### src/mips_pkg.sv
`default_nettype none

package mips_pkg;

	parameter int xlen       = 32; // Data and address width
	parameter int reg_addr_w = 5;  // Register index width

	// Primary opcode field, instr[31:26]
	typedef enum logic [5:0] {
		op_rtype = 6'h00,
		op_j     = 6'h02,
		op_beq   = 6'h04,
		op_addi  = 6'h08,
		op_ori   = 6'h0d,
		op_lw    = 6'h23,
		op_sw    = 6'h2b
	} op_t;

	// Function field of R-type words, instr[5:0]
	typedef enum logic [5:0] {
		fn_sll = 6'h00,
		fn_add = 6'h20,
		fn_sub = 6'h22,
		fn_and = 6'h24,
		fn_or  = 6'h25,
		fn_slt = 6'h2a
	} funct_t;

	// Operation class chosen by the main decoder
	typedef enum logic [1:0] {
		cls_add   = 2'd0, // addi, lw, sw
		cls_sub   = 2'd1, // beq
		cls_or    = 2'd2, // ori
		cls_funct = 2'd3  // R-type, ALU looks at funct
	} alu_class_t;

	// Resolved ALU operation
	typedef enum logic [2:0] {
		alu_add,
		alu_sub,
		alu_and,
		alu_or,
		alu_slt,
		alu_sll
	} alu_op_t;

endpackage

`default_nettype wire

### src/decode_ctrl_if.sv
`default_nettype none

interface decode_ctrl_if import mips_pkg::*; ();

	logic       regwrite;
	logic       regdst;    // Destination is rd, else rt
	logic       memtoreg;
	logic       memread;
	logic       memwrite;
	logic       isbranch;
	logic       isjump;
	logic       alusrc;    // Second operand is the immediate
	logic       zero_ext;  // Zero-extend the immediate
	alu_class_t alu_class;

	modport decoder (
		output regwrite, regdst, memtoreg, memread, memwrite,
		output isbranch, isjump, alusrc, zero_ext, alu_class
	);

	modport pipeline (
		input regwrite, regdst, memtoreg, memread, memwrite,
		input isbranch, isjump, alusrc, zero_ext, alu_class
	);

endinterface

`default_nettype wire

### src/control.sv
`default_nettype none

module control import mips_pkg::*; (
	input  op_t    opcode,
	input  funct_t funct,
	decode_ctrl_if.decoder ctrl
);

	always_comb begin
		// Start from a bubble, nothing is written
		ctrl.regwrite  = 1'b0;
		ctrl.regdst    = 1'b0;
		ctrl.memtoreg  = 1'b0;
		ctrl.memread   = 1'b0;
		ctrl.memwrite  = 1'b0;
		ctrl.isbranch  = 1'b0;
		ctrl.isjump    = 1'b0;
		ctrl.alusrc    = 1'b0;
		ctrl.zero_ext  = 1'b0;
		ctrl.alu_class = cls_add;

		case (opcode)
			op_rtype: begin
				case (funct)
					// sll shifts rt by shamt, so b stays the register operand
					fn_add, fn_sub, fn_and, fn_or, fn_slt, fn_sll: begin
						ctrl.regwrite  = 1'b1;
						ctrl.regdst    = 1'b1;
						ctrl.alu_class = cls_funct;
					end
					default: ; // Unsupported funct stays a bubble
				endcase
			end
			op_addi: begin
				ctrl.regwrite = 1'b1;
				ctrl.alusrc   = 1'b1;
			end
			op_ori: begin
				ctrl.regwrite  = 1'b1;
				ctrl.alusrc    = 1'b1;
				ctrl.zero_ext  = 1'b1;
				ctrl.alu_class = cls_or;
			end
			op_lw: begin
				ctrl.regwrite = 1'b1;
				ctrl.alusrc   = 1'b1;
				ctrl.memtoreg = 1'b1;
				ctrl.memread  = 1'b1;
			end
			op_sw: begin
				ctrl.alusrc   = 1'b1;
				ctrl.memwrite = 1'b1;
			end
			op_beq: begin
				ctrl.isbranch  = 1'b1;
				ctrl.alu_class = cls_sub; // Zero flag gives equality
			end
			op_j: ctrl.isjump = 1'b1;
			default: ;
		endcase
	end

endmodule

`default_nettype wire

### src/flat_wrapper.sv
// flat-port wrapper written by rule: the top's interface ports become plain ports
module control_flat import mips_pkg::*;
  (opcode, funct, ctrl_regwrite, ctrl_regdst, ctrl_memtoreg, ctrl_memread, ctrl_memwrite, ctrl_isbranch, ctrl_isjump, ctrl_alusrc, ctrl_zero_ext, ctrl_alu_class);
  decode_ctrl_if ctrl_i ();
  input  op_t opcode;
  input  funct_t funct;
  output wire logic [$bits(ctrl_i.regwrite)-1:0] ctrl_regwrite;
  output wire logic [$bits(ctrl_i.regdst)-1:0] ctrl_regdst;
  output wire logic [$bits(ctrl_i.memtoreg)-1:0] ctrl_memtoreg;
  output wire logic [$bits(ctrl_i.memread)-1:0] ctrl_memread;
  output wire logic [$bits(ctrl_i.memwrite)-1:0] ctrl_memwrite;
  output wire logic [$bits(ctrl_i.isbranch)-1:0] ctrl_isbranch;
  output wire logic [$bits(ctrl_i.isjump)-1:0] ctrl_isjump;
  output wire logic [$bits(ctrl_i.alusrc)-1:0] ctrl_alusrc;
  output wire logic [$bits(ctrl_i.zero_ext)-1:0] ctrl_zero_ext;
  output wire logic [$bits(ctrl_i.alu_class)-1:0] ctrl_alu_class;
  assign ctrl_regwrite = ctrl_i.regwrite;
  assign ctrl_regdst = ctrl_i.regdst;
  assign ctrl_memtoreg = ctrl_i.memtoreg;
  assign ctrl_memread = ctrl_i.memread;
  assign ctrl_memwrite = ctrl_i.memwrite;
  assign ctrl_isbranch = ctrl_i.isbranch;
  assign ctrl_isjump = ctrl_i.isjump;
  assign ctrl_alusrc = ctrl_i.alusrc;
  assign ctrl_zero_ext = ctrl_i.zero_ext;
  assign ctrl_alu_class = ctrl_i.alu_class;
  control u_core (.opcode(opcode), .funct(funct), .ctrl(ctrl_i));
endmodule
### config.mk
export PLATFORM = sky130hd
export DESIGN_NAME = control_flat
export DESIGN_NICKNAME = d
export VERILOG_FILES = /design/src/mips_pkg.sv /design/src/decode_ctrl_if.sv /design/src/control.sv /design/src/flat_wrapper.sv
export SDC_FILE = /design/constraint.sdc
export NUM_CORES = 1
export LEC_CHECK = 0
export BUFFER_PORTS_ARGS = -buffer_cell sky130_fd_sc_hd__buf_2
export CAP_MARGIN = 20
export CORE_AREA = 2 2 39 41
export DETAILED_ROUTE_END_ITERATION = 7
export DIE_AREA = 0 0 41 43
export GPL_TIMING_DRIVEN = 0
export MAX_ROUTING_LAYER = met4
export PLACE_DENSITY = 0.43
export SYNTH_ARGS = -nofsm -noshare
export SYNTH_HDL_FRONTEND = slang
export SYNTH_SLANG_ARGS = --single-unit
### constraint.sdc
create_clock -name vclk -period 1.1
set_clock_uncertainty 0.05 [all_clocks]
set_input_delay 0.11 -clock vclk [all_inputs]
set_output_delay 0.11 -clock vclk [all_outputs]
set_load 0.01 [all_outputs]
==> impl_metrics.prom, run 1 <==
# TYPE chip_impl_metric gauge
chip_impl_info{name="status",value="complete, but fails checks"} 1
chip_impl_info{name="failed_checks",value="setup timing"} 1
chip_impl_metric{name="route.vias.total",unit=""} 295
chip_impl_metric{name="critPathRequiredTime",unit="ps"} 940
chip_impl_info{name="critical-path-top-delay-family",value="simple AND/OR/NAND/NOR gates"} 1
chip_impl_info{name="top_usage_layer",value="met2"} 1
chip_impl_metric{name="maximum_number_of_pins_on_one_net_before_global_route_repair",unit=""} 8
chip_impl_metric{name="gp_congestion",unit=""} 0.6391
chip_impl_metric{name="n_antenna_cell",unit=""} 0
chip_impl_metric{name="slew-limit-headroom",unit="%"} 73.57
chip_impl_metric{name="static-leakage-power",unit="nW"} 0.1806
chip_impl_metric{name="period_minus_slack",unit="ps"} 1231
chip_impl_metric{name="clock_buffer_count",unit=""} 0
chip_impl_metric{name="gr-usage-all-layers",unit="%"} 6.960
chip_impl_metric{name="core_area",unit="µm²"} 1384
chip_impl_metric{name="timing.final.crit_share",unit="%"} 111.9
chip_impl_metric{name="grt_util_met2",unit="%"} 13.13
chip_impl_info{name="rsz0062_at_grt",value="yes"} 1
chip_impl_metric{name="netlist_area_before_placement",unit="µm²"} 181.4
chip_impl_info{name="worstHoldPathType",value="primary input to primary output"} 1
chip_impl_metric{name="synth.yosys.seq_area_share",unit="%"} 0
chip_impl_metric{name="critical_path.n_buffers_inverters",unit=""} 2
chip_impl_metric{name="start_util",unit="%"} 13.11
chip_impl_metric{name="grt.overflow.total",unit=""} 0
chip_impl_metric{name="dpl-instance-area",unit="µm²"} 316.6
chip_impl_info{name="synth_area_leader_cell",value="sky130_fd_sc_hd__nor2_1"} 1
chip_impl_metric{name="final_nets",unit=""} 65
chip_impl_metric{name="drt-initial-drc-count",unit=""} 5
chip_impl_metric{name="placement.io_buffers",unit=""} 23
chip_impl_metric{name="io_pins",unit=""} 23
chip_impl_metric{name="routed_wirelength",unit="µm"} 650
chip_impl_metric{name="die_width",unit="µm"} 41
chip_impl_info{name="path_cells",value="buf_8 -> or4_4 -> o22ai_2 -> buf_2"} 1
chip_impl_metric{name="synth_warnings",unit=""} 0
chip_impl_metric{name="n_sequential_cell",unit=""} 0
chip_impl_info{name="setup.worst_path.end_class",value="primary output"} 1
chip_impl_metric{name="critical-path-max-stage-delay",unit="ps"} 560
chip_impl_metric{name="max_cap_viol_count",unit=""} 0
chip_impl_metric{name="core_rows",unit=""} 14
chip_impl_metric{name="worst_endpoint_data_arrival_time",unit="ps"} 1070
chip_impl_metric{name="detailedPlacementHpwl",unit="µm"} 528.9
chip_impl_metric{name="layout.cell_area.non_filler",unit="µm²"} 379.1
chip_impl_metric{name="grt_pass1_wl",unit="µm"} 924
chip_impl_metric{name="synth_fp_nets",unit=""} 39
chip_impl_info{name="startpoint_type",value="primary input"} 1
chip_impl_metric{name="areaGrowthSynthToFinish",unit="%"} 109.0
chip_impl_metric{name="drive_gt1_share",unit="%"} 60.78
chip_impl_metric{name="floorplan.die_area",unit="µm²"} 1763
chip_impl_metric{name="post_synth_num_cell_types",unit=""} 18
chip_impl_metric{name="pwr_density",unit="nW/µm²"} 250.8
chip_impl_metric{name="die_h",unit="µm"} 43
chip_impl_metric{name="detailedPlace.worstSlack",unit="ps"} -205.7
chip_impl_metric{name="post_drt_wl_per_cell",unit="µm"} 9.701
chip_impl_metric{name="holdBufCountCts",unit=""} 0
chip_impl_metric{name="finalSetupViolations",unit=""} 6
chip_impl_metric{name="syn-mean-instance-area",unit="µm²"} 6.719
chip_impl_metric{name="crit_fanout",unit=""} 5
chip_impl_metric{name="antenna_found_initial",unit=""} 0
chip_impl_metric{name="area_share_of_the_largest_cell_type_after_synthesis",unit="%"} 10.34
chip_impl_metric{name="antenna_left",unit=""} 0
chip_impl_metric{name="timing.final.max_slew_violations",unit=""} 0
chip_impl_info{name="most_frequently_used_cell_type_in_the_post_synthesis_netlist",value="sky130_fd_sc_hd__nor2_1"} 1
chip_impl_metric{name="vias_in_the_first_global_route",unit=""} 237
chip_impl_info{name="critPathSlowestCell",value="sky130_fd_sc_hd__or4_4"} 1
chip_impl_info{name="crit_path_category",value="primary input to primary output"} 1
chip_impl_metric{name="layout.area.seq",unit="µm²"} 0
chip_impl_metric{name="synth_cells",unit=""} 27
chip_impl_metric{name="timing.final.hold_violations",unit=""} 0
chip_impl_metric{name="power.ir.vdd_worst",unit="V"} 0.00008302
chip_impl_metric{name="postLayoutSetupSlackWorst",unit="ps"} -131.4
chip_impl_metric{name="first_pass_iters",unit=""} 2
chip_impl_metric{name="max_freq",unit="GHz"} 0.8121
chip_impl_metric{name="grt_use_met3",unit="%"} 0
chip_impl_metric{name="overall_power_after_layout",unit="mW"} 0.09509
chip_impl_metric{name="use_met1",unit="%"} 8.228
chip_impl_metric{name="worst_margin_slew",unit="ps"} 396.5
chip_impl_metric{name="routed_via_density",unit=""} 4.403
chip_impl_info{name="synth.top_cells.by_area",value="sky130_fd_sc_hd__nor2_1 (10%), sky130_fd_sc_hd__nor4b_2 (8.3%), sky130_fd_sc_hd__o21bai_1 (8.3%), sky130_fd_sc_hd__nand2b_1 (6.9%), sky130_fd_sc_hd__nor4_1 (6.9%)"} 1
chip_impl_metric{name="total_drc_errors_in_the_routed_layout",unit=""} 0
## metrics by stage
step / hold WS [ps] / util (%) / setup TNS [ps] / std cells
after floorplan: 207.3 / - / 0 / 27
after global placement: 485.4 / 22.88 / -891.6 / 66
after detailed placement: 481.7 / 22.88 / -919.4 / 66
after CTS: 423.7 / 26.58 / -522.7 / 67
after global routing: 437.9 / 27.40 / -740.6 / 67
final: 423.5 / 27.40 / -520.7 / 67
## cells in the final DEF (no fill, tap or decap)
cell,n
sky130_fd_sc_hd__nand2b_1,2
sky130_fd_sc_hd__xor2_1,1
sky130_fd_sc_hd__nor3_2,1
sky130_fd_sc_hd__buf_4,2
sky130_fd_sc_hd__or2_1,1
sky130_fd_sc_hd__and3b_1,1
sky130_fd_sc_hd__buf_2,18
sky130_fd_sc_hd__nor4b_2,1
sky130_fd_sc_hd__o21bai_1,2
sky130_fd_sc_hd__nand3_2,1
sky130_fd_sc_hd__nor4_1,1
sky130_fd_sc_hd__o221ai_1,1
sky130_fd_sc_hd__nor3_1,1
sky130_fd_sc_hd__and2_1,1
sky130_fd_sc_hd__nor4_2,1
sky130_fd_sc_hd__buf_6,3
sky130_fd_sc_hd__or4_4,1
sky130_fd_sc_hd__buf_8,2
sky130_fd_sc_hd__nor2_1,5
sky130_fd_sc_hd__a21oi_1,1
sky130_fd_sc_hd__nand2_1,2
sky130_fd_sc_hd__o32a_1,1
sky130_fd_sc_hd__o22ai_2,1
## per-layer routing
layer,part of all wire (%),vias to the layer above
met2,44,16
li1,-,154
met3,11,0
met1,45,125
met5,0,-
met4,0,0
## logic make-up after synthesis
logic type / after synthesis / synth area share [%]
buffers and inverters: 1 / 4.139
AO/OA/AOI/OAI: 6 / 28.27
AND/OR/NAND/NOR: 19 / 62.76
XOR/XNOR: 1 / 4.828
## area by class of cell
class | count | area [µm²]
well taps | 16 | 20.02
plain buffers | 1 | 7.507
fillers | 157 | 1005
multi-input cells | 26 | 190.2
repair buffers | 24 | 161.4
## tightest hold or removal path, cell delays in order
cell,delay [ps]
sky130_fd_sc_hd__buf_8,80
sky130_fd_sc_hd__nor4_1,40
sky130_fd_sc_hd__buf_2,130
## what timing repair did
action                                  CTS  global route
resized for setup                        12             2
pin swaps                                 8             5
cloned                                    0             0
buffers inserted                          1             0
endpoints found under the setup margin    7             9
## report_power, final
part | total [mW] | leakage, nW | internal, mW | switching (mW)
clock | 0 | 0 | 0 | 0
combinational | 0.0951 | 0.181 | 0.0523 | 0.0428
sequential | 0 | 0 | 0 | 0
total | 0.0951 | 0.181 | 0.0523 | 0.0428
## worst paths after layout
check,start,to,slack [ps],depth (start not counted)
setup / recovery,opcode[5],ctrl_regwrite,-130,4
hold / removal,opcode[0],ctrl_isjump,420,3
(Power assumes the default switching activity.)
==> run 2: changes to the inputs <==
==> constraint.sdc (replaced) <==
create_clock -name vclk -period 1.1
set_clock_uncertainty 0.05 [all_clocks]
set_input_delay 0 -clock vclk [all_inputs]
set_output_delay 0 -clock vclk [all_outputs]
set_load 0.01 [all_outputs]
==> run 2 against run 1 <==
  * The run now ends clean
  * First-iteration DRC count shrank 60%
  * Power decreased by 20%
  * Global-route usage decreased by 0.20 points
  * Sequential share of layout area unchanged
  * Flip-flop and latch count unchanged
  * Hold slack got worse by 220 ps
  * Maximum frequency grew 19%
  * Largest cell class unchanged
==> impl_metrics.prom, run 2 (synthesis results as in run 1) <==
# TYPE chip_impl_metric gauge
chip_impl_metric{name="drt-initial-drc-count",unit=""} 2
chip_impl_metric{name="routed_wirelength",unit="µm"} 632
chip_impl_metric{name="static-leakage-power",unit="nW"} 0.1627
chip_impl_metric{name="total_drc_errors_in_the_routed_layout",unit=""} 0
chip_impl_metric{name="post_drt_wl_per_cell",unit="µm"} 9.576
chip_impl_info{name="final_cell_mix",value="sky130_fd_sc_hd__buf_2 (22), sky130_fd_sc_hd__nor2_1 (5)"} 1
chip_impl_metric{name="max_cap_viol_count",unit=""} 0
chip_impl_info{name="rsz0062_at_grt",value="no"} 1
chip_impl_metric{name="die_width",unit="µm"} 41
chip_impl_metric{name="io_pins",unit=""} 23
chip_impl_metric{name="core_rows",unit=""} 14
chip_impl_info{name="crit_path_category",value="primary input to primary output"} 1
chip_impl_info{name="worstHoldPathType",value="primary input to primary output"} 1
chip_impl_info{name="critPathSlowestCell",value="sky130_fd_sc_hd__or4_4"} 1
chip_impl_metric{name="critical_path.n_buffers_inverters",unit=""} 2
chip_impl_metric{name="layout.filler_cells",unit=""} 161
chip_impl_metric{name="vias_in_the_first_global_route",unit=""} 232
chip_impl_metric{name="critical-path-max-stage-delay",unit="ps"} 520
chip_impl_metric{name="slew-limit-headroom",unit="%"} 73.84
chip_impl_info{name="mostFrequentLayoutCell",value="sky130_fd_sc_hd__buf_2"} 1
chip_impl_metric{name="layout.area.seq",unit="µm²"} 0
chip_impl_metric{name="gp_congestion",unit=""} 0.6391
chip_impl_info{name="status",value="completed"} 1
chip_impl_metric{name="detailedPlace.worstSlack",unit="ps"} 14.27
chip_impl_metric{name="worst_endpoint_data_arrival_time",unit="ps"} 980
chip_impl_info{name="path_cells",value="buf_2 -> or4_4 -> o22ai_2 -> buf_2"} 1
chip_impl_metric{name="antenna_left",unit=""} 0
chip_impl_metric{name="antenna_found_initial",unit=""} 0
chip_impl_info{name="startpoint_type",value="primary input"} 1
chip_impl_metric{name="max_freq",unit="GHz"} 0.9688
chip_impl_metric{name="hold-worst-slack",unit="ps"} 204.9
chip_impl_metric{name="switching_power",unit="mW"} 0.03916
chip_impl_metric{name="pwr_density",unit="nW/µm²"} 237.1
chip_impl_metric{name="final_nets",unit=""} 64
chip_impl_metric{name="route.vias.total",unit=""} 297
chip_impl_metric{name="gr-usage-all-layers",unit="%"} 6.755
chip_impl_metric{name="clock_buffer_count",unit=""} 0
chip_impl_metric{name="timing.final.crit_share",unit="%"} 93.84
chip_impl_metric{name="core_area",unit="µm²"} 1384
chip_impl_metric{name="maximum_number_of_pins_on_one_net_before_global_route_repair",unit=""} 8
chip_impl_metric{name="timing.final.max_slew_violations",unit=""} 0
chip_impl_info{name="critical-path-top-delay-family",value="simple AND/OR/NAND/NOR gates"} 1
chip_impl_metric{name="worst_margin_slew",unit="ps"} 392.4
chip_impl_metric{name="finalSetupViolations",unit=""} 0
chip_impl_metric{name="power.ir.vdd_worst",unit="V"} 0.00006257
chip_impl_info{name="setup.worst_path.end_class",value="primary output"} 1
chip_impl_metric{name="start_util",unit="%"} 13.11
chip_impl_metric{name="cellInternalPower",unit="mW"} 0.03736
chip_impl_metric{name="detailedPlacementHpwl",unit="µm"} 528.9
chip_impl_metric{name="critPathRequiredTime",unit="ps"} 1050
chip_impl_metric{name="floorplan.die_area",unit="µm²"} 1763
chip_impl_metric{name="areaGrowthSynthToFinish",unit="%"} 77.93
chip_impl_metric{name="period_minus_slack",unit="ps"} 1032
chip_impl_metric{name="routed_via_density",unit=""} 4.500
chip_impl_metric{name="power.clock.fraction",unit="%"} 0
chip_impl_metric{name="die_h",unit="µm"} 43
chip_impl_metric{name="multi_input_comb_area",unit="µm²"} 173.9
chip_impl_metric{name="timing.final.hold_violations",unit=""} 0
chip_impl_metric{name="setup_total_negative_slack",unit="ps"} 0
chip_impl_metric{name="crit_fanout",unit=""} 7
chip_impl_metric{name="n_sequential_cell",unit=""} 0
chip_impl_metric{name="grt_pass1_wl",unit="µm"} 903
chip_impl_metric{name="power.share.switching",unit="%"} 51.17
chip_impl_metric{name="overall_power_after_layout",unit="mW"} 0.07653
chip_impl_metric{name="first_pass_iters",unit=""} 2
chip_impl_metric{name="seqPwrFrac",unit="%"} 0
chip_impl_metric{name="placement.io_buffers",unit=""} 23
chip_impl_metric{name="postLayoutSetupSlackWorst",unit="ps"} 67.78
chip_impl_metric{name="drive_gt1_share",unit="%"} 54.00
chip_impl_info{name="critical_path.most_common_cell",value="sky130_fd_sc_hd__buf_2"} 1
chip_impl_metric{name="grt.overflow.total",unit=""} 0
chip_impl_metric{name="p_comb_share",unit="%"} 100.0
chip_impl_metric{name="n_antenna_cell",unit=""} 0
## run 2: final timing paths
kind                  startpoint       endpoint  slack (ps)  cells past startpoint
worst max-delay path   opcode[4]  ctrl_regwrite          70                      4
worst min-delay path   opcode[5]    ctrl_isjump         200                      3
## run 2: layout make-up
| cell class | count | area share (%) |
|---|---|---|
| multi-input cells | 26 | 53.88 |
| repair buffers | 23 | 37.60 |
| plain buffers | 1 | 2.326 |
| well taps | 16 | 6.202 |
## run 2: through the flow
| step | utilization [%] | std cells | instance area (µm²) |
|---|---|---|---|
| 2_1_floorplan | - | 27 | 181.4 |
| 3_3_place_gp | 22.88 | 66 | 316.6 |
| 3_5_place_dp | 22.88 | 66 | 316.6 |
| 4_1_cts | 22.88 | 66 | 316.6 |
| 5_1_grt | 23.33 | 66 | 322.8 |
| 6_report | 23.33 | 66 | 322.8 |
## run 2: what timing repair did
item                       4_1_cts  5_1_grt
hold buffers                     0        0
gates resized for setup          0        2
setup buffers                    0        0
hold endpoints to repair         0        0
setup endpoints to repair        0        2
## run 2: metal layers
layer	GRT usage (%)	vias up	share of wire, %
met5	-	-	0
li1	-	154	-
met4	0	0	0
met2	12.50	16	43
met1	8.228	127	46
met3	0	0	11
## run 2: worst min-delay path: cells and delay by family
kind	cells	cell delay, ps
AND/OR/NAND/NOR	1	40
buffers and inverters	2	210
## run 2: power by group through the flow
stage / registers [mW] / logic, mW / clock network, mW
detailed placement: 0 / 0.0747 / 0
finish: 0 / 0.0765 / 0
global route: 0 / 0.0860 / 0
CTS: 0 / 0.0752 / 0
global placement: 0 / 0.0753 / 0
floorplan: 0 / 0.0306 / 0
